### src/pixel_shade_pkg.sv
package pixel_shade_pkg;

    //////////////////////////////
    // widths and counts
    //////////////////////////////

    localparam int COORD_W       = 16;
    localparam int T_W           = 8;
    localparam int CHAN_W        = 16;
    localparam int NUM_LIGHTS    = 3;
    // stands in for normalising both vectors
    localparam int LAMBERT_SHIFT = 8;

    //////////////////////////////
    // types
    //////////////////////////////

    typedef logic signed [COORD_W-1:0] coord_t;
    typedef logic [CHAN_W-1:0]         chan_t;

    typedef struct packed {
        coord_t x;
        coord_t y;
        coord_t z;
    } vec3_t;

    // material of the struck block
    typedef enum logic {
        BLUE,
        RED
    } block_color_t;

    // one ray hit as handed in by the ray marcher
    typedef struct packed {
        vec3_t            head;
        vec3_t            ray;
        logic [T_W-1:0]   t;
        vec3_t            block_pos;
        block_color_t     color;
    } ray_in_t;

    // hit point and unnormalised normal
    typedef struct packed {
        vec3_t        hit;
        vec3_t        normal;
        block_color_t color;
    } surface_t;

    typedef struct packed {
        chan_t r;
        chan_t g;
        chan_t b;
    } rgb_t;

    //////////////////////////////
    // fixed scene lights
    //////////////////////////////

    localparam vec3_t LIGHT_POS [NUM_LIGHTS] = '{
        '{x: coord_t'(140), y: coord_t'(180), z: coord_t'(30)},
        '{x: coord_t'(180), y: coord_t'(180), z: coord_t'(10)},
        '{x: coord_t'(220), y: coord_t'(180), z: coord_t'(30)}
    };

    // r, g, b intensity in quarters
    localparam logic [1:0] LIGHT_INTENSITY [NUM_LIGHTS][3] = '{
        '{2'd1, 2'd2, 2'd1},
        '{2'd3, 2'd2, 2'd3},
        '{2'd1, 2'd2, 2'd1}
    };

endpackage

### src/shade_accumulate.sv
module shade_accumulate (
    input  logic                                      clk_in,
    input  logic                                      rst_in,
    input  pixel_shade_pkg::rgb_t                     contrib [pixel_shade_pkg::NUM_LIGHTS],
    input  logic [pixel_shade_pkg::NUM_LIGHTS-1:0]    contrib_valid,
    output pixel_shade_pkg::rgb_t                     pixel,
    output logic                                      pixel_valid
);
    import pixel_shade_pkg::*;

    // room for the sum of every light at full scale
    typedef logic [CHAN_W+$clog2(NUM_LIGHTS)-1:0] sum_t;

    sum_t sum_r;
    sum_t sum_g;
    sum_t sum_b;

    function automatic chan_t saturate(sum_t s);
        if (|s[$bits(sum_t)-1:CHAN_W]) begin
            return '1;
        end
        return s[CHAN_W-1:0];
    endfunction

    //////////////////////////////
    // per channel sums
    //////////////////////////////

    always_comb begin
        sum_r = '0;
        sum_g = '0;
        sum_b = '0;
        for (int i = 0; i < NUM_LIGHTS; i++) begin
            sum_r = sum_r + sum_t'(contrib[i].r);
            sum_g = sum_g + sum_t'(contrib[i].g);
            sum_b = sum_b + sum_t'(contrib[i].b);
        end
    end

    always_ff @(posedge clk_in) begin
        if (rst_in) begin
            pixel       <= '0;
            pixel_valid <= 1'b0;
        end else begin
            pixel.r     <= saturate(sum_r);
            pixel.g     <= saturate(sum_g);
            pixel.b     <= saturate(sum_b);
            // a pixel is done once every light has reported
            pixel_valid <= &contrib_valid;
        end
    end

    // the light pipes run in lockstep
    a_lights_aligned: assert property (
        @(posedge clk_in) disable iff (rst_in)
        (&contrib_valid) || !(|contrib_valid)
    );

endmodule

### config.mk
export PLATFORM = sky130hd
export DESIGN_NAME = shade_accumulate
export DESIGN_NICKNAME = d
export VERILOG_FILES = /design/src/pixel_shade_pkg.sv /design/src/shade_accumulate.sv
export SDC_FILE = /design/constraint.sdc
export NUM_CORES = 1
export LEC_CHECK = 0
export ABC_CLOCK_PERIOD_IN_PS = 5000
export BUFFER_PORTS_ARGS = -buffer_cell sky130_fd_sc_hd__buf_2
export CAP_MARGIN = 20
export CORE_MARGIN = 2
export CORE_UTILIZATION = 25
export CTS_CLUSTER_SIZE = 20
export DETAILED_ROUTE_END_ITERATION = 8
export PLACE_DENSITY = 0.55
export SYNTH_ARGS = -nofsm -noshare
export SYNTH_HDL_FRONTEND = slang
export SYNTH_SLANG_ARGS = --single-unit
export TNS_END_PERCENT = 5
### constraint.sdc
create_clock -name clk_in -period 5 [get_ports clk_in]
set_clock_uncertainty 0.05 [all_clocks]
set_input_delay 0.25 -clock clk_in [delete_from_list [all_inputs] [get_ports clk_in]]
set_output_delay 0.25 -clock clk_in [all_outputs]
set_load 0.1 [all_outputs]
==> impl_metrics.json <==
{
  "status": "complete, no violations",
  "final_cells": 943,
  "clk_pin_slew_ns": 0.06,
  "cp_slowest_stage_delay_ns": 0.75,
  "fin_nets": 953,
  "wl_um": 12500,
  "route.detailed.wl_per_inst_um": 13.2,
  "portBuffers": 197,
  "setup_viol": 0,
  "min_from": "contrib_valid[2]",
  "die_area_sq_um": 19900,
  "synth_top_family_by_area": "adder cells",
  "gp_congestion": 0.800,
  "place_area_sq_um": 5910,
  "pwr-share-comb_pct": 64.8,
  "synth-compound-area-share_pct": 21.5,
  "synth-edff-count": 0,
  "sequentialPowerShare_pct": 20.6,
  "n_antenna_cell": 0,
  "cts_resized": 0,
  "post_cts_buffers": 0,
  "leakage_nw": 3.04,
  "fin_ws_ns": 1.63,
  "syn_area_sq_um": 4710,
  "slew_violations": 0,
  "die-width_um": 141,
  "maxCapViolCount": 0,
  "muxShareOfSynthArea_pct": 1.67,
  "utilization_pct": 32.6,
  "coreArea_sq_um": 18600,
  "grt_pass1_vias": 4158,
  "async_flop_share_pct": 0,
  "initial_core_util_pct": 25.3,
  "finalCriticalPeriod_ns": 3.37,
  "grt_util_met3_pct": 3.50,
  "cpMostUsedCell": "fa_1",
  "synth-seq-area-share_pct": 20.8,
  "rsz0062_at_grt": "no",
  "tightestPinTransition_ns": 1.02,
  "critPathKind": "primary input to flop",
  "cts.path.max_buffers": 2,
  "cts_made_buffers": 5,
  "cts_tree": "built",
  "cp_slowest_cell": "mux2i_2",
  "cp-start-kind": "primary input",
  "ctsHtreeMaxLevel": 2,
  "min_to": "pixel_valid",
  "place_worst_setup_slack_ns": 1.36,
  "max_freq_mhz": 296,
  "synth_fa_ha_area_share_pct": 33.7,
  "syn-num-nets": 763,
  "busiest_layer": "met2",
  "row_count": 50,
  "drcViolationCount": 0,
  "yosysUniqueCellTypes": 46,
  "power.density_nw_per_um2": 384,
  "power.total_mw": 2.32,
  "relSlewSlack_pct": 31.8,
  "hold_viol_final": 0,
  "grtUsageMet1_pct": 16.5,
  "worstSetupEndpointType": "flop",
  "p_int_mw": 1.09,
  "vdd_ir_drop_max_mv": 0.136,
  "grt_usage_pct": 12.6,
  "critical_path.cell_chain": "buf_2 -> fa_1 -> ha_1 -> fa_1 -> a21o_1 -> a221o_1 -> a21oi_1 -> o21ai_0 -> mux2i_2 -> a41oi_1",
  "hold_path_class": "primary input to flop",
  "fin_crit_sh_pct": 67.5,
  "cp_data_required_time_ns": 5.07,
  "ant_nets": 0,
  "grt_max_degree": 50,
  "grt_use_met2_pct": 20.4,
  "synthFlopType": "dfxtp_1",
  "clock-sinks": 49,
  "startpoint": "contrib[1]",
  "holdPathStages": 2,
  "yosys_warnings": 0,
  "die_y_um": 141,
  "syn_inst": 518,
  "ios": 198,
  "overflow": 0,
  "tns_ns": 0,
  "syn_avg_cell_area_sq_um": 9.09,
  "synth_xor_area_share_pct": 6.33,
  "antenna_found_initial": 0,
  "synth-seq-cells": 49,
  "avgViaCountPerCell": 4.60,
  "fin_hold_ws_ns": 0.187,
  "clock_power_share_pct": 14.5,
  "worstPathArrival_ns": 3.44,
  "p_sw_share_pct": 52.9,
  "vias": 4339,
  "path_max_fanout": 16,
  "synth-simple-area-share_pct": 9.12,
  "dp_hpwl_um": 10400,
  "area_growth_pct": 28.6,
  "layout-drive-gt1-share_pct": 30.0,
  "root_buffer": "clkbuf_16",
  "firstDrtPassIters": 4,
  "grt_pass1_wl_um": 20100,
  "cts_hold_buffers": 0,
  "placedCellCount": 935,
  "final_area_sq_um": 6050,
  "drt-initial-drc-count": 133,
  "switchingPower_mw": 1.23
}
[layer usage]
layer	routed length, um	share of wire (%)	vias up
li1	-	-	2168
met1	5730	46	2019
met2	5620	45	144
met3	1010	8.1	8
met4	123	0.98	0
met5	0	0	-
[area by class of cell]
class | instances | area (sq um)
Sequential cell | 49 | 981
Tap cell | 234 | 293
Fill cell | 1985 | 12500
Multi-Input combinational cell | 387 | 3400
Clock buffer | 6 | 129
Clock inverter | 2 | 10.0
Inverter | 68 | 255
Timing Repair Buffer | 197 | 986
[cell usage after synthesis, types with 3 or more instances]
master,n,area [sq um]
fa_1,51,1020
o2111ai_1,3,26.3
ha_1,45,563
nand4_1,7,43.8
nand2b_1,3,18.8
nor2b_1,6,37.5
o221ai_1,3,26.3
xor2_1,15,131
nand3_1,12,60.1
a211oi_1,5,37.5
clkbuf_1,11,41.3
xnor2_1,19,166
a2bb2oi_1,4,35.0
o21ai_0,22,110
inv_1,68,255
and3_1,4,25.0
a31oi_1,4,25.0
a21oi_1,87,435
nor2_1,17,63.8
a21o_1,17,128
nand2_1,27,101
dfxtp_1,49,981
o21a_1,5,37.5
[how the worst max path moves through the flow]
stage | cells after the start | endpoint | slack (ns)
floorplan | 10 | pixel[10] | 2.12
global placement | 10 | pixel[14] | 1.42
detailed placement | 10 | pixel[14] | 1.36
CTS | 10 | pixel[14] | 1.64
global route | 10 | pixel[14] | 1.45
finish | 10 | pixel[14] | 1.63
[power by group through the flow]
stage	clock [mW]	combinational (mW)	sequential, mW
after floorplan	0	0.686	0.995
after global placement	0	1.51	0.489
after detailed placement	0	1.51	0.489
after CTS	0.355	1.51	0.482
after global routing	0.367	1.64	0.487
final	0.338	1.51	0.479
[cells in the final DEF, fill, tap and decap left out, drive strengths merged, types with 4 or more instances in the layout]
cell / n
clkbuf: 6
inv: 68
a21o: 17
a31oi: 4
xor2: 15
a21oi: 87
a211oi: 5
dfxtp: 49
nand2: 27
mux2i: 5
nand3: 12
o21a: 5
xnor2: 19
buf: 197
and3: 4
a2bb2oi: 4
nand4: 7
ha: 45
o21ai: 22
nor2: 17
fa: 51
nor2b: 6
[cells by family after synthesis]
| family | Yosys count |
|---|---|
| AO/OA/AOI/OAI | 166 |
| adder cells (fa/ha/maj) | 96 |
| AND/OR/NAND/NOR | 86 |
| buffers and inverters | 82 |
| flip-flops | 49 |
| XOR/XNOR | 34 |
| multiplexers | 5 |
[worst max-delay path: cells and delay by family]
kind	cells	cell delay, ns
AOI/OAI and AO/OA	5	1.12
muxes	1	0.75
buffers and inverters	1	0.11
adders and majority gates	3	1.21
[flip-flops by register name, indices dropped and copies added, names as in the netlist]
register,count
pixel,48
pixel_valid,1
Note: power is estimated with default switching activity, not from simulation.
