$ cat config.mk
export PLATFORM = sky130hd
export DESIGN_NAME = light_shade
export DESIGN_NICKNAME = d
export VERILOG_FILES = /design/src/pixel_shade_pkg.sv /design/src/light_shade.sv
export SDC_FILE = /design/constraint.sdc
export NUM_CORES = 2
export LEC_CHECK = 0
export BUFFER_PORTS_ARGS = -buffer_cell sky130_fd_sc_hd__buf_2
export CAP_MARGIN = 20
export CORE_MARGIN = 2
export CORE_UTILIZATION = 45
export DETAILED_ROUTE_END_ITERATION = 10
export GPL_TIMING_DRIVEN = 0
export PLACE_DENSITY = 0.73
export SETUP_SLACK_MARGIN = 0.1
export SYNTH_ARGS = -nofsm -noshare
export SYNTH_HDL_FRONTEND = slang
export SYNTH_SLANG_ARGS = --single-unit
$ cat constraint.sdc
create_clock -name clk_in -period 26.6 [get_ports clk_in]
set_clock_uncertainty 0.1 [all_clocks]
set_input_delay 5.32 -clock clk_in [delete_from_list [all_inputs] [get_ports clk_in]]
set_output_delay 5.32 -clock clk_in [all_outputs]
set_load 0.01 [all_outputs]
$ cat src/pixel_shade_pkg.sv
package pixel_shade_pkg;

    //////////////////////////////
    // widths and counts
    //////////////////////////////

    localparam int COORD_W       = 16;
    localparam int T_W           = 8;
    localparam int CHAN_W        = 16;
    localparam int NUM_LIGHTS    = 3;
    // stands in for normalising both vectors
    localparam int LAMBERT_SHIFT = 8;

    //////////////////////////////
    // types
    //////////////////////////////

    typedef logic signed [COORD_W-1:0] coord_t;
    typedef logic [CHAN_W-1:0]         chan_t;

    typedef struct packed {
        coord_t x;
        coord_t y;
        coord_t z;
    } vec3_t;

    // material of the struck block
    typedef enum logic {
        BLUE,
        RED
    } block_color_t;

    // one ray hit as handed in by the ray marcher
    typedef struct packed {
        vec3_t            head;
        vec3_t            ray;
        logic [T_W-1:0]   t;
        vec3_t            block_pos;
        block_color_t     color;
    } ray_in_t;

    // hit point and unnormalised normal
    typedef struct packed {
        vec3_t        hit;
        vec3_t        normal;
        block_color_t color;
    } surface_t;

    typedef struct packed {
        chan_t r;
        chan_t g;
        chan_t b;
    } rgb_t;

    //////////////////////////////
    // fixed scene lights
    //////////////////////////////

    localparam vec3_t LIGHT_POS [NUM_LIGHTS] = '{
        '{x: coord_t'(140), y: coord_t'(180), z: coord_t'(30)},
        '{x: coord_t'(180), y: coord_t'(180), z: coord_t'(10)},
        '{x: coord_t'(220), y: coord_t'(180), z: coord_t'(30)}
    };

    // r, g, b intensity in quarters
    localparam logic [1:0] LIGHT_INTENSITY [NUM_LIGHTS][3] = '{
        '{2'd1, 2'd2, 2'd1},
        '{2'd3, 2'd2, 2'd3},
        '{2'd1, 2'd2, 2'd1}
    };

endpackage

$ cat src/light_shade.sv
module light_shade #(
    parameter int LIGHT_IDX = 0
) (
    input  logic                      clk_in,
    input  logic                      rst_in,
    input  pixel_shade_pkg::surface_t surf,
    input  logic                      surf_valid,
    output pixel_shade_pkg::rgb_t     contrib,
    output logic                      contrib_valid
);
    import pixel_shade_pkg::*;

    // one bit more than a coordinate, light minus hit cannot wrap
    typedef logic signed [COORD_W:0] dist_c_t;

    typedef struct packed {
        dist_c_t x;
        dist_c_t y;
        dist_c_t z;
    } dist_t;

    // full product width plus carry for the three-term sum
    typedef logic signed [2*COORD_W+2:0] dot_t;
    typedef logic [CHAN_W+1:0]           weighted_t;

    // cycle 1 state
    dist_t        dist_q;
    vec3_t        normal_q;
    block_color_t color_q1;
    logic         valid_q1;

    // cycle 2 state
    chan_t        lambert_q;
    block_color_t color_q2;
    logic         valid_q2;

    dot_t  dot;
    dot_t  dot_shr;
    chan_t lambert_d;

    // lambert scaled by an intensity given in quarters
    function automatic chan_t weigh(chan_t lambert, logic [1:0] quarters);
        weighted_t scaled;
        scaled = weighted_t'(lambert) * weighted_t'(quarters);
        return scaled[CHAN_W+1:2];
    endfunction

    //////////////////////////////
    // cycle 1: light vector
    //////////////////////////////

    always_ff @(posedge clk_in) begin
        if (rst_in) begin
            dist_q   <= '0;
            normal_q <= '0;
            color_q1 <= BLUE;
            valid_q1 <= 1'b0;
        end else begin
            dist_q.x <= dist_c_t'(LIGHT_POS[LIGHT_IDX].x) - dist_c_t'(surf.hit.x);
            dist_q.y <= dist_c_t'(LIGHT_POS[LIGHT_IDX].y) - dist_c_t'(surf.hit.y);
            dist_q.z <= dist_c_t'(LIGHT_POS[LIGHT_IDX].z) - dist_c_t'(surf.hit.z);
            normal_q <= surf.normal;
            color_q1 <= surf.color;
            valid_q1 <= surf_valid;
        end
    end

    //////////////////////////////
    // cycle 2: lambert term
    //////////////////////////////

    always_comb begin
        dot = dot_t'(dist_q.x) * dot_t'(normal_q.x)
            + dot_t'(dist_q.y) * dot_t'(normal_q.y)
            + dot_t'(dist_q.z) * dot_t'(normal_q.z);
        dot_shr = dot >>> LAMBERT_SHIFT;
        // facing away gives nothing, too bright pins at full scale
        if (dot_shr[2*COORD_W+2]) begin
            lambert_d = '0;
        end else if (|dot_shr[2*COORD_W+1:CHAN_W]) begin
            lambert_d = '1;
        end else begin
            lambert_d = dot_shr[CHAN_W-1:0];
        end
    end

    always_ff @(posedge clk_in) begin
        if (rst_in) begin
            lambert_q <= '0;
            color_q2  <= BLUE;
            valid_q2  <= 1'b0;
        end else begin
            lambert_q <= lambert_d;
            color_q2  <= color_q1;
            valid_q2  <= valid_q1;
        end
    end

    //////////////////////////////
    // cycle 3: colour and material
    //////////////////////////////

    always_ff @(posedge clk_in) begin
        if (rst_in) begin
            contrib       <= '0;
            contrib_valid <= 1'b0;
        end else begin
            contrib.r     <= (color_q2 == RED) ? weigh(lambert_q, LIGHT_INTENSITY[LIGHT_IDX][0]) : '0;
            // neither material reflects green
            contrib.g     <= '0;
            contrib.b     <= (color_q2 == BLUE) ? weigh(lambert_q, LIGHT_INTENSITY[LIGHT_IDX][2]) : '0;
            contrib_valid <= valid_q2;
        end
    end

    // whole three-stage pipe keeps its strobe aligned
    a_contrib_latency: assert property (
        @(posedge clk_in) disable iff (rst_in)
        contrib_valid == $past(surf_valid, 3)
    );

endmodule

==> metrics.csv <==
metric,value,unit
cp_slowest_stage_delay,0.76,ns
dr.pass1.iters,5,
synth_edf_count,0,
nets,5202,
fin_util,0.487,
ios,149,
synth.cell_area,36500,sq um
antenna_found_initial,5,
cts_inserted_buffers,17,
maxCapViolCount,0,
grt_usage,0.250,
cts.path.max_buffers,2,
cts_tree,built,
drt-initial-drc-count,1530,
outcome,finished clean,
post-route-drc-count,0,
cts_hold_buf,0,
postRouteAntennaNets,0,
async_flop_share,0,
slew_headroom,0.248,
tns,0,ns
startpoint_type,flop,
setup_viol,0,
grt_max_degree,19,
drt-wirelength-per-cell,19.3,microns
rsz0062_at_grt,no,
post-route-period-util,0.398,
ys_seq_area_frac,0.0801,
die_area,83400,sq um
use_met2,0.421,
use_met3,0.0481,
die_h,289,microns
port_buffers,127,
fill_cells,7467,
die_x,289,microns
drv_slew,0,
area_delta_synth_final,7.40,%
crit_buf_inv,8,
seqCellArea,2920,sq um
grt_use_met1,0.309,
dpl.hpwl,86000,microns
critPathSlowestCell,nand2_1,
vias,25204,
cp_top_family,adder cells,
worstSetupPathType,flop to flop,
syn_inst,3753,
hold_path.class,flop to flop,
clk-insertion-delay-late,0.52,ns
ys.flop_type,dfxtp_1,
yosys_warnings,0,
cp.arrival,10.88,ns
vias_per_cell,5.05,
busiest_layer,met2,
first_global_vias,27623,
critPathMaxFanout,15,
cts.sinks,146,
tightestPinTransition,1.13,ns
synth-seq-cells,146,
multiInputGateArea,29200,sq um
grt-ovfl-total,0,
synth_cell_types,58,
rows,104,
clk_pin_slew,0.08,ns
postCtsResizedCells,0,
fmax,0.0944,GHz
core_area,80400,sq um
htreeDepth,4,
period_minus_slack,10.59,ns
cts_root_buf,clkbuf_16,
drt_wl_total,96600,microns
initial_core_util,0.454,
post-cts-setup-buffer-count,0,
gp_congestion,0.975,
finalHoldViolCount,0,
crit_path_end_kind,flop,
grt_pass1_wl,154000,microns
syn_area_per_cell,9.72,sq um
drive_gt1_frac,0.0503,
required,26.89,ns
cp_common_cell,fa_1,
antenna_cells,0,
-- logic make-up (layout without fill, tap and decap cells) --
logic type / count (synthesis) / in the layout / synth area share
compound gates: 115 / 115 / 0.0242
xor+xnor: 79 / 79 / 0.0190
fa+ha+maj: 1180 / 1180 / 0.606
buf+inv: 1169 / 1332 / 0.123
flops: 146 / 146 / 0.0801
mux: 2 / 2 / 0.000549
other cells: 1 / 20 / 0.000103
simple gates: 1061 / 1061 / 0.148
-- cell type report --
class / count / area share
multi-input cells: 2457 / 0.744
inverters: 1015 / 0.0972
flip-flops and latches: 146 / 0.0746
well taps: 1060 / 0.0338
repair buffers: 131 / 0.0177
plain buffers: 154 / 0.0170
clock buffers: 17 / 0.0109
clock inverters: 15 / 0.00472
-- sequential cells by signal, indices dropped and copies added (netlist names) --
| register | cells |
|---|---|
| contrib_valid | 1 |
| valid_q1 | 1 |
| color_q2 | 1 |
| lambert_q | 14 |
| dist_q | 51 |
| valid_q2 | 1 |
| normal_q | 48 |
| contrib | 28 |
| color_q1 | 1 |
-- per-layer routing --
metal / vias up / routed length, microns
met5: - / 13
met1: 13205 / 36200
met4: 2 / 5080
met3: 210 / 6900
li1: 10927 / -
met2: 860 / 48400
-- final timing paths --
| check | start | to | slack [ns] | cells past startpoint |
|---|---|---|---|---|
| setup / recovery | normal_q[0] | lambert_q[11] | 16.01 | 28 |
| hold / removal | lambert_q[2] | contrib[32] | 0.34 | 1 |
| setup reg to reg | normal_q[0] | lambert_q[11] | 16.01 | 28 |
| hold reg to reg | lambert_q[2] | contrib[32] | 0.34 | 1 |
-- synthesized netlist by cell type (all sizes together) (3+ instances only) --
| master | instances | area (sq um) |
|---|---|---|
| o21a | 4 | 30.0 |
| nor2 | 78 | 293 |
| nor3 | 18 | 95.1 |
| a221o | 3 | 30.0 |
| xor2 | 33 | 289 |
| buf | 26 | 184 |
| a21o | 14 | 105 |
| dfxtp | 146 | 2920 |
| and3 | 7 | 43.8 |
| and2 | 406 | 2540 |
| nor2b | 69 | 432 |
| nor4 | 9 | 56.3 |
| o21ai | 17 | 88.8 |
| a211oi | 9 | 72.6 |
| a21oi | 28 | 151 |
| clkbuf | 128 | 480 |
| nand3 | 4 | 20.0 |
| inv | 1015 | 3810 |
| ha | 203 | 2540 |
| nand2 | 419 | 1570 |
| nand3b | 4 | 30.0 |
| fa | 977 | 19600 |
| or3 | 3 | 23.8 |
| or4 | 3 | 22.5 |
| xnor2 | 46 | 403 |
| o31ai | 5 | 37.5 |
| o211ai | 5 | 42.5 |
| o41a | 14 | 158 |
| nand4 | 3 | 18.8 |
| nand2b | 35 | 219 |
-- through the flow --
stage	worst slack, ns	hold WS, ns	area, sq um	cells
final	16.01	0.335	39200	4995
after CTS	16.08	0.342	39200	4994
after floorplan	17.96	0.314	36600	3772
after detailed placement	16.15	0.334	38600	4962
after global routing	15.69	0.358	39200	4995
after global placement	16.14	0.315	38500	4959
-- cells in the final DEF (no fill, tap or decap), drive strengths merged, types with 14 or more instances in the layout --
| cell type | synthesis | routed |
|---|---|---|
| a21o | 14 | 14 |
| a21oi | 28 | 28 |
| and2 | 406 | 406 |
| buf | 26 | 157 |
| clkbuf | 128 | 145 |
| conb | 1 | 20 |
| dfxtp | 146 | 146 |
| fa | 977 | 977 |
| ha | 203 | 203 |
| inv | 1015 | 1022 |
| nand2 | 419 | 419 |
| nand2b | 35 | 35 |
| nor2 | 78 | 78 |
| nor2b | 69 | 69 |
| nor3 | 18 | 18 |
| o21ai | 17 | 17 |
| o41a | 14 | 14 |
| xnor2 | 46 | 46 |
| xor2 | 33 | 33 |
Power is left out: the tool's default activity adds up to more than one toggle a clock period on the data nets, which glitch-free logic cannot reach.
