$ cat config.mk
export PLATFORM = sky130hd
export DESIGN_NAME = hit_point_stage
export DESIGN_NICKNAME = d
export VERILOG_FILES = /design/src/pixel_shade_pkg.sv /design/src/hit_point_stage.sv
export SDC_FILE = /design/constraint.sdc
export NUM_CORES = 1
export LEC_CHECK = 0
export BUFFER_PORTS_ARGS = -buffer_cell sky130_fd_sc_hd__buf_2
export CORE_MARGIN = 3
export CORE_UTILIZATION = 59
export CTS_BUF_LIST = sky130_fd_sc_hd__clkbuf_16
export DETAILED_ROUTE_END_ITERATION = 7
export PLACE_DENSITY = 0.88
export SETUP_SLACK_MARGIN = 0.15
export SYNTH_ARGS = -nofsm -noshare
export SYNTH_HDL_FRONTEND = slang
export SYNTH_SLANG_ARGS = --single-unit
$ cat constraint.sdc
create_clock -name clk_in -period 9.3 [get_ports clk_in]
set_clock_uncertainty 0.2 [all_clocks]
set_input_delay 2.79 -clock clk_in [delete_from_list [all_inputs] [get_ports clk_in]]
set_output_delay 2.79 -clock clk_in [all_outputs]
set_load 0.005 [all_outputs]
$ cat src/pixel_shade_pkg.sv
package pixel_shade_pkg;

    //////////////////////////////
    // widths and counts
    //////////////////////////////

    localparam int COORD_W       = 16;
    localparam int T_W           = 8;
    localparam int CHAN_W        = 16;
    localparam int NUM_LIGHTS    = 3;
    // stands in for normalising both vectors
    localparam int LAMBERT_SHIFT = 8;

    //////////////////////////////
    // types
    //////////////////////////////

    typedef logic signed [COORD_W-1:0] coord_t;
    typedef logic [CHAN_W-1:0]         chan_t;

    typedef struct packed {
        coord_t x;
        coord_t y;
        coord_t z;
    } vec3_t;

    // material of the struck block
    typedef enum logic {
        BLUE,
        RED
    } block_color_t;

    // one ray hit as handed in by the ray marcher
    typedef struct packed {
        vec3_t            head;
        vec3_t            ray;
        logic [T_W-1:0]   t;
        vec3_t            block_pos;
        block_color_t     color;
    } ray_in_t;

    // hit point and unnormalised normal
    typedef struct packed {
        vec3_t        hit;
        vec3_t        normal;
        block_color_t color;
    } surface_t;

    typedef struct packed {
        chan_t r;
        chan_t g;
        chan_t b;
    } rgb_t;

    //////////////////////////////
    // fixed scene lights
    //////////////////////////////

    localparam vec3_t LIGHT_POS [NUM_LIGHTS] = '{
        '{x: coord_t'(140), y: coord_t'(180), z: coord_t'(30)},
        '{x: coord_t'(180), y: coord_t'(180), z: coord_t'(10)},
        '{x: coord_t'(220), y: coord_t'(180), z: coord_t'(30)}
    };

    // r, g, b intensity in quarters
    localparam logic [1:0] LIGHT_INTENSITY [NUM_LIGHTS][3] = '{
        '{2'd1, 2'd2, 2'd1},
        '{2'd3, 2'd2, 2'd3},
        '{2'd1, 2'd2, 2'd1}
    };

endpackage

$ cat src/hit_point_stage.sv
module hit_point_stage (
    input  logic                      clk_in,
    input  logic                      rst_in,
    input  pixel_shade_pkg::ray_in_t  req,
    input  logic                      req_valid,
    output pixel_shade_pkg::surface_t surf,
    output logic                      surf_valid
);
    import pixel_shade_pkg::*;

    // wide enough for head + ray * t without overflow
    typedef logic signed [COORD_W+T_W+1:0] hit_wide_t;

    // cycle 1 state
    vec3_t        hit_q;
    vec3_t        block_pos_q;
    block_color_t color_q;
    logic         hit_valid_q;

    // one axis of the hit point, truncated back to a coordinate
    function automatic coord_t hit_axis(coord_t head, coord_t ray, logic [T_W-1:0] t);
        hit_wide_t full;
        full = hit_wide_t'(head) + hit_wide_t'(ray) * hit_wide_t'(t);
        return full[COORD_W-1:0];
    endfunction

    //////////////////////////////
    // cycle 1: hit point
    //////////////////////////////

    always_ff @(posedge clk_in) begin
        if (rst_in) begin
            hit_q       <= '0;
            block_pos_q <= '0;
            color_q     <= BLUE;
            hit_valid_q <= 1'b0;
        end else begin
            hit_q.x     <= hit_axis(req.head.x, req.ray.x, req.t);
            hit_q.y     <= hit_axis(req.head.y, req.ray.y, req.t);
            hit_q.z     <= hit_axis(req.head.z, req.ray.z, req.t);
            block_pos_q <= req.block_pos;
            color_q     <= req.color;
            hit_valid_q <= req_valid;
        end
    end

    //////////////////////////////
    // cycle 2: surface normal
    //////////////////////////////

    always_ff @(posedge clk_in) begin
        if (rst_in) begin
            surf       <= '0;
            surf_valid <= 1'b0;
        end else begin
            surf.hit      <= hit_q;
            // not normalised, lights scale it down later
            surf.normal.x <= hit_q.x - block_pos_q.x;
            surf.normal.y <= hit_q.y - block_pos_q.y;
            surf.normal.z <= hit_q.z - block_pos_q.z;
            surf.color    <= color_q;
            surf_valid    <= hit_valid_q;
        end
    end

endmodule

==> metrics.md, run 1 <==
| Metric | Value |
|---|---|
| DRT iter0 DRCs | `1001` |
| Metal-1 WL | `16500 µm` |
| Int Pwr | `0.00337 W` |
| Async set or reset register ratio after synthesis | `0%` |
| P_leak | `9.95 nW` |
| Ys Warns | `0` |
| Synthesized area | `17500 µm²` |
| HP Class | `flip-flop to flip-flop` |
| Worst-skew pair later-pin latency | `0.44 ns` |
| Clock buffer depth | `2` |
| Postcts setup bufs | `0` |
| Htree depth | `4` |
| Comb power frac | `69.9%` |
| Post-synth top flop | `dfxtp_1` |
| Nets | `2669` |
| Flop pwr share | `19.0%` |
| DR top layer | `met5` |
| CTS resizes | `0` |
| Num ports | `254` |
| CP Class | `input port to flip-flop` |
| GRT Residual Overflow | `0` |
| DRC | `0` |
| Syn Inst Count | `1921` |
| Achievable frequency | `128 MHz` |
| Sequential area share after synthesis | `22.4%` |
| Post-DRT Antenna Nets | `0` |
| PD cells | `317 nW/µm²` |
| Starting Density | `60.4%` |
| Die H | `178 µm` |
| Sw Share | `45.6%` |
| DR WL met2 | `19500 µm` |
| DP Worst Slack | `1.07 ns` |
| Run status | `complete, no violations` |
| Syn avg cell area | `9.12 µm²` |
| PortBufs | `253` |
| Worst-margin pin slew | `0.892 ns` |
| Syn-to-layout area delta | `11.9%` |
| Final setup margin | `1.47 ns` |
| Critical path capture point type | `flip-flop` |
| Power Total | `0.00621 W` |
| CTS sink cnt | `196` |
| Reg clk slew, reported paths | `0.07 ns` |
| Gpl congestion | `0.939` |
| Vias | `13386` |
| GRT Total Usage | `25.7%` |
| RSZ-0062 raised after global routing | `no` |
| Total CTS buffers | `17` |
| Initial antenna violation count | `8` |
| Critical Path Source Type | `input port` |
| Clock root buffer | `clkbuf_16` |
| Hold slack | `0.239 ns` |
| Post-route cell area | `19600 µm²` |
| Drt total wl | `39600 µm` |
| Worst rel slew slack | `40.5%` |
| Die area | `31800 µm²` |
| Met3 WL | `2470 µm` |
| Hold Buf Count CTS | `0` |
| Final period util | `84.2%` |
| CP Max Fanout | `48` |
| Synthesized Nets | `2452` |
| Clock share of power | `11.2%` |
| Final setup vio count | `0` |
| Hpwl dp | `32000 µm` |
| Vias in the first global route | `13845` |
| Layout cell share with drive strength beyond 1 | `14.8%` |
| Sw Pwr | `0.00283 W` |
| Final hold vios | `0` |
| Post-synth EDFFs | `0` |
| CP required | `9.39 ns` |
| First-pass GRT wire length | `65400 µm` |
| WL/cell | `15.6 µm` |
| Via density per instance | `5.27` |
| TNS Setup | `0 ns` |
| Synth cell types | `55` |
| Pins Over Slew Limit | `0` |
| Min Clock Period, post-route | `7.83 ns` |
| Placed Area | `19000 µm²` |
| Largest net degree at the start of global routing | `125` |
| CP arrival | `7.92 ns` |
| CTS tree | `built` |
| FP Rows | `62` |
| Core area | `29000 µm²` |
| Die W | `178 µm` |
| First drt pass iteration count | `5` |
| Max_cap viols | `0` |
| Maximum vdd drop | `236 µV` |
| FF+latch count, synth | `196` |
==> cell usage after synthesis (12+ instances only) <==
library cell,instances,share of area (%)
a21o_1,20,0.86
a21oi_1,49,1.4
and2_1,157,5.6
clkbuf_1,46,0.99
dfxtp_1,196,22
fa_1,216,25
ha_1,159,11
inv_1,327,7.0
nand2_1,189,4.1
nand2b_1,13,0.46
nor2_1,97,2.1
nor2b_1,109,3.9
nor3_1,35,1.0
o21a_1,12,0.51
o21ai_0,47,1.3
o21bai_1,13,0.56
xnor2_1,74,3.7
xor2_1,31,1.6
==> final timing paths <==
check,startpoint,slack [ns],cells after the start,end
worst max-delay path,req[49],1.47,20,hit_q[45]$_SDFF_PP0_
worst min-delay path,hit_valid_q$_SDFF_PP0_,0.24,1,surf_valid$_SDFF_PP0_
worst max register to register,hit_q[16]$_SDFF_PP0_,6.63,10,surf[31]$_SDFF_PP0_
worst min register to register,hit_valid_q$_SDFF_PP0_,0.24,1,surf_valid$_SDFF_PP0_
==> layer usage <==
layer / up-vias / track usage, %
li1: 6375 / -
met1: 6434 / 32.9
met2: 484 / 44.0
met3: 87 / 4.28
met4: 6 / 9.16
met5: - / 0
==> area by class of cell <==
cell class	instances	area, µm²
Clock buffer	17	425
Inverter	327	1230
Sequential cell	196	3920
Tap cell	384	480
Multi-Input combinational cell	1342	12100
Timing Repair Buffer	254	1280
Clock inverter	15	129
Antenna cell	5	12.5
Fill cell	2271	9420
==> logic make-up after synthesis <==
group                    count (synthesis)  synth area share, %
AND/OR/NAND/NOR                        640                 18.8
buffers and inverters                  383                 8.43
adder cells (fa/ha/maj)                375                 36.1
AO/OA/AOI/OAI                          212                 8.49
flip-flops                             196                 22.4
XOR/XNOR                               105                 5.25
multiplexers                            10                0.572
==> registers in the layout, summed over array words and instances (netlist names) <==
signal       count
color_q          1
block_pos_q     48
hit_q           48
surf            97
hit_valid_q      1
surf_valid       1
==> per-stage QoR <==
stage	std cells	util (%)
floorplan	1921	-
global placement	2503	65.6
detailed placement	2503	65.6
CTS	2535	67.5
global route	2540	67.5
finish	2540	67.5
==> power by group through the flow <==
| stage | sequential, W | clock (W) | combinational, W |
|---|---|---|---|
| 2_1_floorplan | 0.00116 | 0 | 0.00333 |
| 3_3_place_gp | 0.00119 | 0 | 0.00408 |
| 3_5_place_dp | 0.00120 | 0 | 0.00430 |
| 4_1_cts | 0.00118 | 0.000706 | 0.00432 |
| 5_1_grt | 0.00120 | 0.000739 | 0.00487 |
| 6_report | 0.00118 | 0.000693 | 0.00434 |
==> worst max-delay path, stage by stage <==
cell and delay [ns]:
buf_2 0.67, nand2_1 0.20, fa_1 0.58, inv_1 0.05
fa_1 0.50, inv_1 0.06, fa_1 0.53, inv_1 0.05
fa_1 0.47, inv_1 0.05, fa_1 0.48, inv_1 0.04
ha_1 0.28, o21ai_1 0.17, a21oi_1 0.12, a221oi_1 0.40
o21ai_0 0.16, o21ai_0 0.11, xor2_1 0.16, nor2_1 0.05
==> cells in the final DEF (no fill, tap or decap), types with 17 or more instances in the layout <==
cell type,n
xor2_1,31
clkbuf_16,17
nor3_1,35
ha_1,159
xnor2_1,74
fa_1,216
nand2_1,189
nor2b_1,109
inv_1,328
buf_2,252
a21oi_1,49
and2_1,157
dfxtp_1,196
o21ai_0,47
nor2_1,97
a21o_1,20
Power figures use the tool's default switching activity.
==> inputs of run 2 (changes only) <==
==> constraint.sdc (replaced) <==
create_clock -name clk_in -period 7.4 [get_ports clk_in]
set_clock_uncertainty 0.2 [all_clocks]
set_input_delay 2.22 -clock clk_in [delete_from_list [all_inputs] [get_ports clk_in]]
set_output_delay 2.22 -clock clk_in [all_outputs]
set_load 0.005 [all_outputs]
==> metrics.md, run 2 (same netlist as run 1, synthesis figures left out) <==
| Metric | Value |
|---|---|
| Total CTS buffers | `17 (unchanged)` |
| Vias | `13476 (+0.67%)` |
| GRT Residual Overflow | `0 (unchanged)` |
| DR top layer | `met5` |
| RSZ-0062 raised after global routing | `no` |
| Clock share of power | `11.4% (+0.2 points)` |
| Layout cell share with drive strength beyond 1 | `15.4% (+0.53 points)` |
| GRT Total Usage | `26.2% (+0.53 points)` |
| Metal-1 WL | `16800 µm (+1.5%)` |
| DRT iter0 DRCs | `982 (-1.9%)` |
| Die area | `31800 µm² (unchanged)` |
| Die H | `178 µm (unchanged)` |
| Final period util | `93.8%` |
| Postcts setup bufs | `0 (unchanged)` |
| Clock root buffer | `clkbuf_16` |
| Reg clk slew, reported paths | `0.07 ns (about the same)` |
| Post-route cell area | `19700 µm² (+0.66%)` |
| Critical Path Source Type | `input port` |
| P_leak | `10.0 nW (+0.73%)` |
| CP arrival | `7.02 ns (-0.90 ns)` |
| R2R Setup Slk | `4.74 ns (-1.89 ns)` |
| Sw Pwr | `0.00360 W (+27%)` |
| Maximum vdd drop | `243 µV (+2.9%)` |
| CP Max Fanout | `27 (-44%)` |
| Worst Hold Launch | `color_q$_SDFF_PP0_` |
| Int Pwr | `0.00425 W (+26%)` |
| Reg-to-reg endpoint | `surf[47]$_SDFF_PP0_` |
| FP Rows | `62 (unchanged)` |
| Regs by FF count | `surf (97), block_pos_q (48), hit_q (48)` |
| Largest net degree at the start of global routing | `138 (+10%)` |
| Worst-skew pair later-pin latency | `0.44 ns (about the same)` |
| CTS sink cnt | `196 (unchanged)` |
| Power Total | `0.00786 W (+27%)` |
| Drt total wl | `40600 µm (+2.4%)` |
| Final hold vios | `0 (unchanged)` |
| First drt pass iteration count | `6 (+1)` |
| Commonest cells after routing, fill and taps aside | `329 x inv_1, 248 x buf_2, 216 x fa_1` |
| First-pass GRT wire length | `66700 µm (+2.1%)` |
| CP Class | `input port to flip-flop` |
| Post-DRT Antenna Nets | `0 (unchanged)` |
| WL/cell | `15.9 µm (+1.9%)` |
| PD cells | `398 nW/µm² (+26%)` |
| DRC | `0 (unchanged)` |
| Placed Area | `19100 µm² (+0.50%)` |
| Critical path capture point type | `flip-flop` |
| PortBufs | `253 (unchanged)` |
| Worst-margin pin slew | `0.962 ns (+0.0700 ns)` |
| Pins Over Slew Limit | `0 (unchanged)` |
| HP Class | `flip-flop to flip-flop` |
| Fillcell total | `2213 (-2.6%)` |
| Syn-to-layout area delta | `12.6%` |
| Hpwl dp | `33000 µm (+3.2%)` |
| Commonest non-fill, non-tap cell in the layout | `inv_1` |
| Hold path depth | `1 (unchanged)` |
| Flop pwr share | `18.8% (-0.2 points)` |
| Vias in the first global route | `13908 (+0.46%)` |
| Max_cap viols | `0 (unchanged)` |
| Worst rel slew slack | `35.8% (-4.7 points)` |
| Non-filler cells, final | `2553 (+0.51%)` |
| Inst Count DP | `2514 (+0.44%)` |
| Htree depth | `4 (unchanged)` |
| CP required | `7.49 ns (-1.90 ns)` |
| Worst r2r path cells | `10 (unchanged)` |
| Nets | `2680 (+0.41%)` |
| Max reg flops | `97 (unchanged)` |
| CTS resizes | `0 (unchanged)` |
| Sw Share | `45.8% (+0.21 points)` |
| Starting Density | `60.4% (unchanged)` |
| Initial antenna violation count | `6 (-2)` |
| Final setup vio count | `0 (unchanged)` |
| Gpl congestion | `0.956 (+1.9%)` |
| Min Clock Period, post-route | `6.94 ns` |
| DR WL met2 | `20000 µm (+2.5%)` |
| Achievable frequency | `144 MHz` |
| Num ports | `254 (unchanged)` |
| Comb power frac | `69.8% (about the same)` |
| Hold Buf Count CTS | `0 (unchanged)` |
| Biggest register | `surf` |
| Post-layout util | `68.0% (+0.44 points)` |
| CTS tree | `built` |
| Die W | `178 µm (unchanged)` |
| Met3 WL | `2510 µm (+1.5%)` |
| Core area | `29000 µm² (unchanged)` |
| Worst r2r src | `hit_q[32]$_SDFF_PP0_` |
| Clock buffer depth | `2 (unchanged)` |
| Via density per instance | `5.28 (+0.16%)` |
| Hold endpoint | `surf[0]$_SDFF_PP0_` |
| Run status | `complete, no violations` |
-- run 2: changes by cell type in the layout (fill, tap and decap cells not counted), sizes merged --
cell / before / now
inv: 333 / 336
buf: 254 / 261
diode: 5 / 7
clkbuf: 17 / 21
clkinv: 7 / 4
-- run 2: routing by layer --
layer / up-vias / global-route usage, %
met1: 6477 / 33.4
met4: 2 / 9.81
met3: 90 / 3.87
met5: - / 0
met2: 501 / 45.2
li1: 6406 / -
-- run 2: worst max-delay path by stage --
stage	from	end	slack (ns)	depth (start not counted)
after floorplan	req[51]	hit_q[31]$_SDFF_PP0_	0.21	22
after global placement	req[50]	hit_q[45]$_SDFF_PP0_	0.15	20
after detailed placement	req[50]	hit_q[45]$_SDFF_PP0_	-0.07	20
after CTS	req[50]	hit_q[45]$_SDFF_PP0_	0.38	20
after global routing	req[50]	hit_q[45]$_SDFF_PP0_	0.20	20
final	req[49]	hit_q[45]$_SDFF_PP0_	0.46	20
-- run 2: power by group through the flow --
stage                     clock network, W  logic (W)  registers (W)
after floorplan                          0    0.00419        0.00146
after global placement                   0    0.00513        0.00150
after detailed placement                 0    0.00543        0.00150
after CTS                         0.000910    0.00546        0.00148
after global routing              0.000950    0.00621        0.00150
final                             0.000896    0.00548        0.00148
-- run 2: worst max-delay path, stage by stage --
cell and delay (ns):
clkbuf_4 0.32, nand2_1 0.14, fa_1 0.55, inv_1 0.05, fa_1 0.50, inv_1 0.06
fa_1 0.54, inv_1 0.05, fa_1 0.48, inv_1 0.05, fa_1 0.47, inv_1 0.04
ha_1 0.28, o21ai_1 0.17, a21oi_1 0.12, a221oi_1 0.44, o21ai_0 0.16, o21ai_0 0.13
xor2_1 0.19, nor2_1 0.05
-- run 2: cell type report --
class / instances / area, µm² / area share, %
diodes: 7 / 17.5 / 0.0888
clock buffers: 17 / 425 / 2.16
clock inverters: 15 / 148 / 0.749
inverters: 327 / 1230 / 6.22
multi-input cells: 1342 / 12100 / 61.4
flip-flops and latches: 196 / 3920 / 19.9
well taps: 384 / 480 / 2.44
repair buffers: 265 / 1390 / 7.02
-- run 2: per-stage QoR --
| step | setup TNS (ns) | worst slack, ns | hold slack [ns] |
|---|---|---|---|
| 6_report | 0 | 0.460 | 0.244 |
| 5_1_grt | 0 | 0.196 | 0.253 |
| 4_1_cts | 0 | 0.379 | 0.251 |
| 3_5_place_dp | -0.0937 | -0.0654 | 0.234 |
| 3_3_place_gp | 0 | 0.151 | 0.236 |
| 2_1_floorplan | 0 | 0.208 | 0.214 |
==> inputs of run 3 (changes only) <==
--- a/config.mk
+++ b/config.mk
@@ -5,12 +5,13 @@
 export SDC_FILE = /design/constraint.sdc
 export NUM_CORES = 1
 export LEC_CHECK = 0
+export ABC_AREA = 1
 export BUFFER_PORTS_ARGS = -buffer_cell sky130_fd_sc_hd__buf_2
 export CORE_MARGIN = 3
-export CORE_UTILIZATION = 59
+export CORE_UTILIZATION = 60
 export CTS_BUF_LIST = sky130_fd_sc_hd__clkbuf_16
 export DETAILED_ROUTE_END_ITERATION = 7
-export PLACE_DENSITY = 0.88
+export PLACE_DENSITY = 0.89
 export SETUP_SLACK_MARGIN = 0.15
 export SYNTH_ARGS = -nofsm -noshare
 export SYNTH_HDL_FRONTEND = slang
==> metrics.md, run 3 <==
| Metric | Value |
|---|---|
| Die W | `179 µm (+0.67%)` |
| CTS sink cnt | `196 (unchanged)` |
| Final setup margin | `0.578 ns (+0.118 ns)` |
| CTS resizes | `0 (unchanged)` |
| Num ports | `254 (unchanged)` |
| Pins Over Slew Limit | `0 (unchanged)` |
| Largest cells by area after synthesis | `fa_1 24%, dfxtp_1 22%, inv_1 13%` |
| R2R Setup Slk | `5.06 ns (+0.32 ns)` |
| CTS tree | `built` |
| First drt pass iteration count | `6 (unchanged)` |
| Worst-margin pin slew | `0.941 ns (-0.0215 ns)` |
| Post-synth top flop | `dfxtp_1` |
| PD cells | `364 nW/µm² (-8.6%)` |
| Achievable frequency | `147 MHz (+1.7%)` |
| Hold slack | `0.211 ns (-0.0327 ns)` |
| DP Worst Slack | `0.191 ns (+0.256 ns)` |
| GRT Residual Overflow | `0 (unchanged)` |
| CP arrival | `7.00 ns (-0.02 ns)` |
| Critical path capture point type | `flip-flop` |
| Flop pwr share | `20.3% (+1.5 points)` |
| Postcts setup bufs | `0 (unchanged)` |
| CP required | `7.58 ns (+0.09 ns)` |
| Htree depth | `4 (unchanged)` |
| FF+latch count, synth | `196 (unchanged)` |
| Post-DRT Antenna Nets | `0 (unchanged)` |
| Final period util | `92.2% (-1.6 points)` |
| Synthesized Nets | `2955 (+21%)` |
| RSZ-0062 raised after global routing | `no` |
| Int Pwr | `0.00366 W (-14%)` |
| Syn Inst Count | `2424 (+26%)` |
| PortBufs | `253 (unchanged)` |
| DRC | `0 (unchanged)` |
| CP Max Fanout | `28 (+3.7%)` |
| First-pass GRT wire length | `76200 µm (+14%)` |
| Worst-skew pair later-pin latency | `0.44 ns (about the same)` |
| DRT iter0 DRCs | `1419 (+45%)` |
| Comb power frac | `68.0% (-1.8 points)` |
| Fillcell total | `2334 (+5.5%)` |
| Max reg flops | `97 (unchanged)` |
| Initial antenna violation count | `5 (-1)` |
| Maximum vdd drop | `214 µV (-12%)` |
| Synth area leader | `fa_1` |
| Vias | `15848 (+18%)` |
| Final hold vios | `0 (unchanged)` |
| Cell with the most instances after synthesis | `inv_1` |
| CP top delay family | `adder cells` |
| Nets | `3163 (+18%)` |
| Largest net degree at the start of global routing | `94 (-32%)` |
| GRT Total Usage | `28.5% (+2.3 points)` |
| Critical Path Source Type | `input port` |
| Clock root buffer | `clkbuf_16` |
| Crit-path cells | `buf_2 > nand2_1 > fa_1 > inv_1 > fa_1 > inv_1 > fa_1 > inv_1 > fa_1 > inv_1 > fa_1 > inv_1 > ha_1 > a21oi_1 > o21ai_0 > a21oi_1 > o21ai_0 > a21oi_1 > o21a_1` |
| Die area | `32200 µm² (+1.3%)` |
| Commonest cells after routing, fill and taps aside | `646 x inv_1, 524 x nand2_1, 252 x buf_2` |
| Post-synth EDFFs | `0 (unchanged)` |
| Sw Share | `50.0% (+4.2 points)` |
| TNS Setup | `0 ns (unchanged)` |
| Commonest non-fill, non-tap cell in the layout | `inv_1` |
| Clock share of power | `11.7% (+0.3 points)` |
| Total CTS buffers | `17 (unchanged)` |
| Drt total wl | `45600 µm (+12%)` |
| Final setup vio count | `0 (unchanged)` |
| Vias in the first global route | `16124 (+16%)` |
| CP Class | `input port to flip-flop` |
| Syn-to-layout area delta | `11.4%` |
| Worst rel slew slack | `37.3% (+1.4 points)` |
| WL/cell | `15.0 µm (-5.4%)` |
| HP Class | `flip-flop to flip-flop` |
| Hold Buf Count CTS | `0 (unchanged)` |
| Async set or reset register ratio after synthesis | `0% (unchanged)` |
| Top cell type's share of synthesized area | `23.9% (-0.74 points)` |
| Gpl congestion | `0.976 (+2.1%)` |
| Most instantiated cells after synthesis | `646 x inv_1, 524 x nand2_1, 216 x fa_1, 196 x dfxtp_1, 180 x nor2_1` |
| Via density per instance | `5.23 (-0.94%)` |
| Core area | `29200 µm² (+0.53%)` |
| Min Clock Period, post-route | `6.82 ns (-0.118 ns)` |
| Max_cap viols | `0 (unchanged)` |
| Syn avg cell area | `7.45 µm² (-18%)` |
| Clock buffer depth | `2 (unchanged)` |
| Sw Pwr | `0.00367 W (+1.8%)` |
| Hpwl dp | `37100 µm (+13%)` |
| Largest stage delay, worst path | `0.53 ns (-0.02 ns)` |
| Reg clk slew, reported paths | `0.07 ns (about the same)` |
| Sequential area share after synthesis | `21.7% (-0.68 points)` |
| Regs by FF count | `surf (97), block_pos_q (48), hit_q (48)` |
| Crit-path slowest cell | `fa_1` |
| CP Buf/Inv Count | `6 (unchanged)` |
| Layout cell share with drive strength beyond 1 | `11.9% (-3.4 points)` |
| Ys Warns | `0 (unchanged)` |
| P_leak | `12.2 nW (+22%)` |
| FP Rows | `62 (unchanged)` |
| Starting Density | `61.9% (+1.5 points)` |
| Synthesized area | `18100 µm² (+3.1%)` |
| Synth cell types | `34 (-38%)` |
| Run status | `complete, no violations` |
| Biggest register | `surf` |
| Die H | `179 µm (+0.67%)` |
-- run 3: changes by cell type after synthesis, moves of 18 or more --
cell | previous run | this run
nand2_1 | 189 | 524
inv_1 | 327 | 646
and2_1 | 157 | 0
a21oi_1 | 49 | 159
nor2b_1 | 109 | 0
nor2_1 | 97 | 180
nand3_1 | 10 | 79
xnor2_1 | 74 | 9
nor3_1 | 35 | 5
o21ai_0 | 47 | 69
o21a_1 | 12 | 31
xor2_1 | 31 | 13
-- run 3: power by group through the flow --
stage	combinational, W	clock [W]	sequential (W)
6_report	0.00498	0.000859	0.00148
5_1_grt	0.00572	0.000909	0.00150
4_1_cts	0.00490	0.000869	0.00148
3_5_place_dp	0.00486	0	0.00150
3_3_place_gp	0.00467	0	0.00150
2_1_floorplan	0.00362	0	0.00147
-- run 3: path summary, 6_finish.rpt --
check,to,cells past startpoint,from
worst max-delay path,hit_q[10]$_SDFF_PP0_,19,req[50]
worst min-delay path,surf_valid$_SDFF_PP0_,2,hit_valid_q$_SDFF_PP0_
worst max register to register,surf[47]$_SDFF_PP0_,9,hit_q[32]$_SDFF_PP0_
worst min register to register,surf_valid$_SDFF_PP0_,2,hit_valid_q$_SDFF_PP0_
-- run 3: cell families (layout without fill, tap and decap cells) --
group	count (synthesis)	in the layout	share of synthesized area [%]
buffers and inverters	732	953	15.5
AOI/OAI and AO/OA	282	282	8.61
adders and majority gates	375	375	35.0
xor gates and xnor gates	22	22	1.07
other	0	2	0
and+or+nand+nor	817	817	18.1
DFF	196	196	21.7
-- run 3: per-stage QoR --
step	cells	area [µm²]	power [W]	utilization, %
floorplan	2424	18100	0.00509	-
global placement	2997	19600	0.00617	67.1
detailed placement	2997	19600	0.00636	67.1
CTS	3029	20100	0.00725	69.0
global route	3031	20100	0.00814	69.0
finish	3031	20100	0.00732	69.0
-- run 3: layout make-up --
class,count,area (µm²),share of cell area [%]
clock buffer,17,425,2.11
tap,384,480,2.39
multi-input combinational,1496,11300,56.3
sequential,196,3920,19.5
antenna,2,5.00,0.0249
clock inverter,15,121,0.603
timing repair buffer,270,1400,6.94
inverter,651,2440,12.1
-- run 3: routing by layer --
metal	GRT usage, %	vias to the layer above	part of all wire [%]
li1	-	7587	-
met1	36.6	7377	41
met2	47.2	742	47
met3	6.06	136	8.7
met4	11.4	6	3.5
met5	0	-	0.077
-- run 3: worst register-to-register path, stage by stage (launching register included) --
cell and delay (ns):
dfxtp_1 0.36, inv_1 0.07, ha_1 0.25, fa_1 0.44, o21a_1 0.24, o21ai_2 0.23, nand3_1 0.12, nand2_1 0.11
o21ai_0 0.07, a21oi_1 0.17
